**src/hdl/rv_pkg.sv**
```systemverilog
`default_nettype none

package rv_pkg;

        localparam int xlen = 32;
        localparam int shamt_w = $clog2(xlen);

        localparam logic [6:0] m_funct7 = 7'b0000001;
        localparam logic [6:0] alt_funct7 = 7'b0100000;

        // Divider step counter
        localparam int div_cnt_w = $clog2(xlen + 1);
        localparam logic [div_cnt_w-1:0] div_steps = div_cnt_w'(xlen);

        // Major opcodes in instr[6:0]
        typedef enum logic [6:0] {
                LOAD     = 7'b0000011,
                MISC_MEM = 7'b0001111,
                OP_IMM   = 7'b0010011,
                U_AUIPC  = 7'b0010111,
                STORE    = 7'b0100011,
                OP       = 7'b0110011,
                U_LUI    = 7'b0110111,
                BRANCH   = 7'b1100011,
                JALR     = 7'b1100111,
                J_JAL    = 7'b1101111,
                SYSTEM   = 7'b1110011
        } instruction_format_type;

        typedef enum logic [4:0] {
                ADD,
                SUB,
                SLL,
                SLT,
                SLTU,
                XOR,
                SRL,
                SRA,
                OR,
                AND,
                LUI,
                AUIPC,
                MUL,
                MULH,
                DIV,
                DIVU,
                REM,
                REMU
        } alu_operation_type;

        typedef struct packed {
                alu_operation_type op;
                logic [xlen-1:0]   a;
                logic [xlen-1:0]   b;
        } exec_req_t;

endpackage

`default_nettype wire
```
**src/hdl/rv_execute.sv**
```systemverilog
`timescale 1ns/1ps
`default_nettype none

module rv_execute (
        input  wire logic                    clk,
        input  wire logic                    rst_n,
        input  wire logic                    issue,
        input  wire logic [31:0]             instr,
        input  wire logic [rv_pkg::xlen-1:0] rs1_val,
        input  wire logic [rv_pkg::xlen-1:0] rs2_val,
        input  wire logic [rv_pkg::xlen-1:0] pc,
        output logic [rv_pkg::xlen-1:0]      result,
        output logic                         done,
        output logic                         busy
);

typedef enum logic {
        IDLE,
        DIV_WAIT
} exec_state_t;

exec_state_t                    state;
rv_pkg::instruction_format_type opcode;
logic [2:0]                     funct3;
logic [6:0]                     funct7;
logic [rv_pkg::xlen-1:0]        imm_i;
logic [rv_pkg::xlen-1:0]        imm_u;
rv_pkg::alu_operation_type      op;
rv_pkg::exec_req_t              req;
logic                           is_div;
logic                           div_start;
logic                           div_valid;
logic [rv_pkg::xlen-1:0]        div_y;
logic [rv_pkg::xlen-1:0]        alu_y;

assign opcode = rv_pkg::instruction_format_type'(instr[6:0]);
assign funct3 = instr[14:12];
assign funct7 = instr[31:25];

assign imm_i = {{(rv_pkg::xlen-12){instr[31]}}, instr[31:20]};
assign imm_u = {instr[31:12], 12'b0};

alu_ctrl alu_ctrl_i (
        .funct3(funct3),
        .funct7(funct7),
        .opcode(opcode),
        .op(op)
);

always_comb
begin
        req.op = op;
        req.a = (opcode == rv_pkg::U_AUIPC) ? pc : rs1_val;
        case (opcode)
                rv_pkg::OP_IMM:
                        req.b = imm_i;
                rv_pkg::U_LUI, rv_pkg::U_AUIPC:
                        req.b = imm_u;
                default:
                        req.b = rs2_val; // OP and the ADD fallback
        endcase
end

assign is_div = op inside {rv_pkg::DIV, rv_pkg::DIVU, rv_pkg::REM, rv_pkg::REMU};
assign div_start = issue && is_div;

alu alu_i (
        .req(req),
        .y(alu_y)
);

divider divider_i (
        .clk(clk),
        .rst_n(rst_n),
        .start(div_start),
        .req(req),
        .valid(div_valid),
        .y(div_y)
);

assign busy = (state == DIV_WAIT);

always_ff @(posedge clk or negedge rst_n)
begin
        if (!rst_n)
        begin
                state <= IDLE;
                result <= '0;
                done <= 1'b0;
        end
        else
        begin
                done <= 1'b0;
                case (state)
                        IDLE:
                        begin
                                if (div_start)
                                        state <= DIV_WAIT;
                                else if (issue)
                                begin
                                        result <= alu_y;    // Single cycle path
                                        done <= 1'b1;
                                end
                        end
                        DIV_WAIT:
                        begin
                                if (div_valid)
                                begin
                                        result <= div_y;
                                        done <= 1'b1;
                                        state <= IDLE;
                                end
                        end
                endcase
        end
end

a_no_issue_busy: assert property (@(posedge clk) disable iff (!rst_n) issue |-> !busy)
        else $error("issue while the stage is busy");

// A done out of IDLE needs an issue in the cycle before
a_done_after_issue: assert property (@(posedge clk) disable iff (!rst_n)
        (done && $past(state == IDLE)) |-> $past(issue))
        else $error("done without a preceding issue");

endmodule

`default_nettype wire

```
**src/hdl/divider.sv**
```systemverilog
`timescale 1ns/1ps
`default_nettype none

module divider (
        input  wire logic               clk,
        input  wire logic               rst_n,
        input  wire logic               start,
        input  wire rv_pkg::exec_req_t  req,
        output logic                    valid,
        output logic [rv_pkg::xlen-1:0] y
);

logic [rv_pkg::div_cnt_w-1:0] count;
logic                         busy;
logic                         is_signed;
logic                         a_neg;
logic                         b_neg;
logic [rv_pkg::xlen-1:0]      rem;
logic [rv_pkg::xlen-1:0]      quo;
logic [rv_pkg::xlen-1:0]      dvs;
logic                         neg_quo;
logic                         neg_rem;
logic                         sel_rem;
logic [rv_pkg::xlen:0]        rem_shift;
logic [rv_pkg::xlen:0]        trial;
logic [rv_pkg::xlen-1:0]      rem_next;
logic [rv_pkg::xlen-1:0]      quo_next;
logic [rv_pkg::xlen-1:0]      quo_out;
logic [rv_pkg::xlen-1:0]      rem_out;

assign busy = (count != '0);

assign is_signed = (req.op == rv_pkg::DIV) || (req.op == rv_pkg::REM);
assign a_neg = is_signed && req.a[rv_pkg::xlen-1];
assign b_neg = is_signed && req.b[rv_pkg::xlen-1];

// Dividend bits shift from quo into the partial remainder
assign rem_shift = {rem, quo[rv_pkg::xlen-1]};
assign trial = rem_shift - {1'b0, dvs};
assign rem_next = trial[rv_pkg::xlen] ? rem_shift[rv_pkg::xlen-1:0] : trial[rv_pkg::xlen-1:0];
assign quo_next = {quo[rv_pkg::xlen-2:0], ~trial[rv_pkg::xlen]};

assign quo_out = neg_quo ? -quo_next : quo_next;
assign rem_out = neg_rem ? -rem_next : rem_next;    // Sign follows the dividend

always_ff @(posedge clk or negedge rst_n)
begin
        if (!rst_n)
        begin
                count <= '0;
                valid <= 1'b0;
        end
        else
        begin
                valid <= busy && (count == 1);
                if (start)
                        count <= rv_pkg::div_steps;
                else if (busy)
                        count <= count - 1'b1;
        end
end

always_ff @(posedge clk)
begin
        if (start)
        begin
                rem <= '0;
                quo <= a_neg ? -req.a : req.a;
                dvs <= b_neg ? -req.b : req.b;
                // Zero divisor leaves the all ones quotient unsigned
                neg_quo <= (a_neg ^ b_neg) && (req.b != '0);
                neg_rem <= a_neg;
                sel_rem <= (req.op == rv_pkg::REM) || (req.op == rv_pkg::REMU);
        end
        else if (busy)
        begin
                rem <= rem_next;
                quo <= quo_next;
        end

        if (busy && count == 1)
                y <= sel_rem ? rem_out : quo_out;
end

a_no_start_busy: assert property (@(posedge clk) disable iff (!rst_n) start |-> !busy)
        else $error("divider started while a division is in progress");

endmodule

`default_nettype wire

```
**src/hdl/alu.sv**
```systemverilog
`timescale 1ns/1ps
`default_nettype none

module alu (
        input  wire rv_pkg::exec_req_t  req,
        output logic [rv_pkg::xlen-1:0] y
);

logic signed [2*rv_pkg::xlen-1:0] prod;
logic [rv_pkg::shamt_w-1:0]       shamt;

assign prod = $signed(req.a) * $signed(req.b); // Signed by signed
assign shamt = req.b[rv_pkg::shamt_w-1:0];

always_comb
begin
        case (req.op)
                rv_pkg::ADD, rv_pkg::AUIPC:
                        y = req.a + req.b;
                rv_pkg::SUB:
                        y = req.a - req.b;
                rv_pkg::SLL:
                        y = req.a << shamt;
                rv_pkg::SLT:
                        y = {{(rv_pkg::xlen-1){1'b0}}, $signed(req.a) < $signed(req.b)};
                rv_pkg::SLTU:
                        y = {{(rv_pkg::xlen-1){1'b0}}, req.a < req.b};
                rv_pkg::XOR:
                        y = req.a ^ req.b;
                rv_pkg::SRL:
                        y = req.a >> shamt;
                rv_pkg::SRA:
                        y = $unsigned($signed(req.a) >>> shamt);
                rv_pkg::OR:
                        y = req.a | req.b;
                rv_pkg::AND:
                        y = req.a & req.b;
                rv_pkg::LUI:
                        y = req.b;
                rv_pkg::MUL:
                        y = prod[rv_pkg::xlen-1:0];
                rv_pkg::MULH:
                        y = prod[2*rv_pkg::xlen-1:rv_pkg::xlen];
                default:
                        y = '0; // Divides are handled by the divider
        endcase
end

endmodule

`default_nettype wire

```
**src/hdl/alu_ctrl.sv**
```systemverilog
`timescale 1ns/1ps
`default_nettype none

module alu_ctrl (
        input  wire [2:0]                           funct3,
        input  wire [6:0]                           funct7,
        input  wire rv_pkg::instruction_format_type opcode,
        output rv_pkg::alu_operation_type           op
);

always_comb
begin
        op = rv_pkg::ADD;

        case (opcode)
                rv_pkg::OP, rv_pkg::OP_IMM:
                begin
                        case (funct3)
                                3'b000: op = rv_pkg::ADD;
                                3'b001: op = rv_pkg::SLL;
                                3'b010: op = rv_pkg::SLT;
                                3'b011: op = rv_pkg::SLTU;
                                3'b100: op = rv_pkg::XOR;
                                3'b101: op = rv_pkg::SRL;
                                3'b110: op = rv_pkg::OR;
                                3'b111: op = rv_pkg::AND;
                        endcase

                        // SRAI shares the funct7 encoding with SRA
                        if (funct3 == 3'b101 && funct7 == rv_pkg::alt_funct7)
                                op = rv_pkg::SRA;

                        if (opcode == rv_pkg::OP)
                        begin
                                if (funct3 == 3'b000 && funct7 == rv_pkg::alt_funct7)
                                        op = rv_pkg::SUB;
                                else if (funct7 == rv_pkg::m_funct7)
                                begin
                                        case (funct3)
                                                3'b000: op = rv_pkg::MUL;
                                                3'b001: op = rv_pkg::MULH;
                                                3'b010: op = rv_pkg::SLT;   // No MULHSU
                                                3'b011: op = rv_pkg::SLTU;  // No MULHU
                                                3'b100: op = rv_pkg::DIV;
                                                3'b101: op = rv_pkg::DIVU;
                                                3'b110: op = rv_pkg::REM;
                                                3'b111: op = rv_pkg::REMU;
                                        endcase
                                end
                        end
                end
                rv_pkg::U_LUI:
                        op = rv_pkg::LUI;
                rv_pkg::U_AUIPC:
                        op = rv_pkg::AUIPC;
                default:
                        op = rv_pkg::ADD; // Unsupported opcodes fall back to rs1 + rs2
        endcase
end

endmodule

`default_nettype wire

```
**config.mk**
```make
export PLATFORM = sky130hd
export DESIGN_NAME = rv_execute
export DESIGN_NICKNAME = d
export VERILOG_FILES = /design/src/hdl/rv_pkg.sv /design/src/hdl/rv_execute.sv /design/src/hdl/divider.sv /design/src/hdl/alu.sv /design/src/hdl/alu_ctrl.sv
export SDC_FILE = /design/constraint.sdc
export NUM_CORES = 2
export LEC_CHECK = 0
export BUFFER_PORTS_ARGS = -buffer_cell sky130_fd_sc_hd__buf_4
export CAP_MARGIN = 0
export CORE_ASPECT_RATIO = 1.1
export CORE_MARGIN = 4
export CORE_UTILIZATION = 59
export CTS_CLUSTER_SIZE = 14
export DETAILED_ROUTE_END_ITERATION = 16
export PLACE_DENSITY = 0.77
export SLEW_MARGIN = 0
export SYNTH_ARGS = -nofsm -noshare
export SYNTH_HDL_FRONTEND = slang
export SYNTH_SLANG_ARGS = --single-unit
export TNS_END_PERCENT = 50
```
**constraint.sdc**
```tcl
create_clock -name clk -period 12.6 [get_ports clk]
set_input_delay 1.26 -clock clk [delete_from_list [all_inputs] [get_ports clk]]
set_output_delay 1.26 -clock clk [all_outputs]
set_load 0.01 [all_outputs]
```
==> results_dict.tcl <==
set metrics [dict create \
    outcome "finished, violations left" \
    violations "max-capacitance violations, max-slew violations" \
    muxShareOfSynthArea_pct 4.16 \
    first_pass_iters 6 \
    nNetsFinal 8402 \
    rr_worst_depth 20 \
    postRouteAntennaNets 0 \
    port_buffers 159 \
    synthCells 6799 \
    slowest_stage "clkinv_1" \
    skew_ns 0.0325 \
    clock_path_buffers 2 \
    drc 0 \
    place_ws_ns 0.372 \
    synthFlopType "edfxtp_1" \
    grt.overflow.total 0 \
    grt_usage_pct 51.7 \
    ys_ff_latch 172 \
    drtIter0Drc 7249 \
    die_w_um 305 \
    rr_startpoint "divider_i.quo[31]$_DFFE_PP_" \
    io_pins 165 \
    synth-xor-area-share_pct 3.29 \
    vias_per_cell 6.76 \
    syn_avg_cell_area_sq_um 8.43 \
    finalMaxSlewViolations 2 \
    core-area_sq_um 96000 \
    synth_top_family_by_area "adder cells" \
    start_util_pct 59.7 \
    synth_warnings 0 \
    grt_pass1_wl_um 381000 \
    crit_required_ns 13.03 \
    r2r_slack_ns 6.32 \
    rows 119 \
    period_minus_slack_ns 12.07 \
    die_h_um 335 \
    fin_crit_sh_pct 95.8 \
    grt_pass1_vias 55800 \
    syn_area_sq_um 57300 \
    place_congestion 1.16 \
    n_fill_cell 7942 \
    final_layout_size_suffix_gt1_share_pct 9.02 \
    path_clk_slew_ns 0.09 \
    clock.fmax_mhz 82.9 \
    synth_edf_count 99 \
    min_path_cells 2 \
    dp.final_hpwl_um 207000 \
    cts_buffers 17 \
    clockRootBuffer "clkbuf_16" \
    post_cts_buffers 0 \
    antenna_found_initial 20 \
    min_to "divider_i.rem[30]$_SDFFE_PP0P_" \
    drv_cap 1 \
    synthSimpleGateAreaFrac_pct 15.2 \
    startpoint_type "input port" \
    areaGrowthSynthToFinish_pct 7.18 \
    finalSetupTns_ns 0 \
    hold_slack_ns 0.479 \
    cp_max_fo 17 \
    multi_input_area_sq_um 46900 \
    cts_htree_levels 4 \
    holdCritStartpoint "divider_i.rem[30]$_SDFFE_PP0P_" \
    worstPathArrival_ns 12.49 \
    cts_hold_buf 0 \
    synth-adder-area-share_pct 45.0 \
    insertion_delay_ns 0.50 \
    syn_nets 8339 \
    cts.sinks 172 \
    fin_ws_ns 0.533 \
    cts_tree "yes" \
    slew_headroom_pct -13.8 \
    synth_cell_type_count 105 \
    dieArea_sq_um 102000 \
    critPathKind "input port to flop" \
    finalSetupViolations 0 \
    seqCellArea_sq_um 4640 \
    async_flop_share_pct 23.8 \
    cpMostUsedCell "fa_1" \
    crit_path_end_kind "flop" \
    report.final.hold_viol_count 0 \
    hp-class "flop to flop" \
    rsz0062_at_grt "no" \
    cts.repair.resized 0 \
    final_common_cell "inv_1" \
    synth_compound_area_share_pct 14.0 \
    r2r_end "divider_i.y[30]$_DFFE_PP_" \
    wl_per_cell_um 32.5 \
    num_vias 55100 \
    cpPeakStageDelay_ns 1.11 \
    wirelength_um 265000 \
    seq_area_frac_synth_pct 8.10 \
    tightest_slew_ns 1.66 \
    layout_common_cells "inv_1 (1,130), fa_1 (1,085), nand2_1 (799), nor2_1 (754), buf_4 (438)" \
    grt_max_degree 60 \
]
routing by layer:
layer | share of wire [%] | track usage (%)
met1 | 34 | 62.2
met2 | 41 | 74.6
met3 | 14 | 18.0
met4 | 11 | 43.6
met5 | 0.045 | 0
flip-flops by register name, summed over array words and instances, names as in the netlist, 6 cells and up:
register	flops
divider_i.rem	32
divider_i.y	32
divider_i.dvs	32
result	32
divider_i.quo	32
divider_i.count	6
worst max-delay path, delay by kind of cell:
family | cells | cell delay, ns
AO/OA/AOI/OAI | 8 | 2.74
adder cells (fa/ha/maj) | 9 | 4.21
multiplexers | 1 | 0.41
buffers and inverters | 5 | 1.73
AND/OR/NAND/NOR | 6 | 2.11
final cells by class:
class                           count  share of cell area (%)
Clock buffer                       19                   0.721
Timing Repair Buffer              440                    5.42
Antenna cell                        9                  0.0367
Sequential cell                   172                    7.56
Inverter                         1163                    7.11
Multi-Input combinational cell   5068                    76.4
Tap cell                         1270                    2.59
Clock inverter                     13                   0.175
synth_stat cells (11+ instances only):
cell          n  area, sq um
nor2b_1      15         93.8
nor4_1       36          225
o41ai_1      17          149
nand4_1      35          219
mux2i_1     181         1810
a31oi_1      41          257
a21o_1       87          653
dfxtp_1      32          641
o2111ai_1    17          149
or2_2        16          100
mux2_2       45          507
o31ai_1      34          255
clkinv_1     20         75.1
nor3_1       99          495
clkbuf_1    289         1080
fa_1       1085        21700
o221ai_1     32          280
o211ai_1     47          353
a211oi_1     62          465
nor2_1      756         2840
o21a_1       26          195
a221o_1      11          110
nand2b_1     35          219
a221oi_1     22          193
o21bai_1     30          225
inv_1      1131         4250
ha_1        324         4050
xor2_1       44          385
or3_1        39          244
o22ai_1      61          382
inv_2        12         45.0
o21ai_0     232         1160
xnor2_1     171         1500
dfrtp_1      41         1030
buf_2        24          120
nand3_1      82          410
and3_1       29          181
a21oi_1     263         1320
a2111oi_0    17          149
buf_1        79          297
nand2_1     802         3010
edfxtp_1     99         2970
and2_1       19          119
a22o_1       12          105
a22oi_1      47          353
cell families after synthesis:
family / Yosys count
simple gates: 2027
buf+inv: 1559
fa+ha+maj: 1409
compound gates: 1188
mux: 229
xor+xnor: 215
flops: 172
worst max path at each step:
stage               slack (ns)  startpoint                      to
finish                    0.53    instr[6]  result[29]$_DFFE_PN0P_
global route              0.30    instr[2]  result[30]$_DFFE_PN0P_
CTS                       0.86    instr[6]  result[29]$_DFFE_PN0P_
detailed placement        0.37    instr[6]  result[29]$_DFFE_PN0P_
global placement          0.55    instr[6]  result[30]$_DFFE_PN0P_
floorplan                 1.88    instr[3]  result[29]$_DFFE_PN0P_
per-stage QoR:
| stage | cells | cell area (sq um) | utilization (%) |
|---|---|---|---|
| after floorplan | 6799 | 57300 | - |
| after global placement | 8113 | 60800 | 63.3 |
| after CTS | 8145 | 61400 | 63.9 |
| after detailed placement | 8113 | 60800 | 63.3 |
| after global routing | 8147 | 61400 | 63.9 |
| final | 8154 | 61400 | 63.9 |
Power is left out: the tool's default activity adds up to more than one toggle a clock period on the data nets, which glitch-free logic cannot reach.
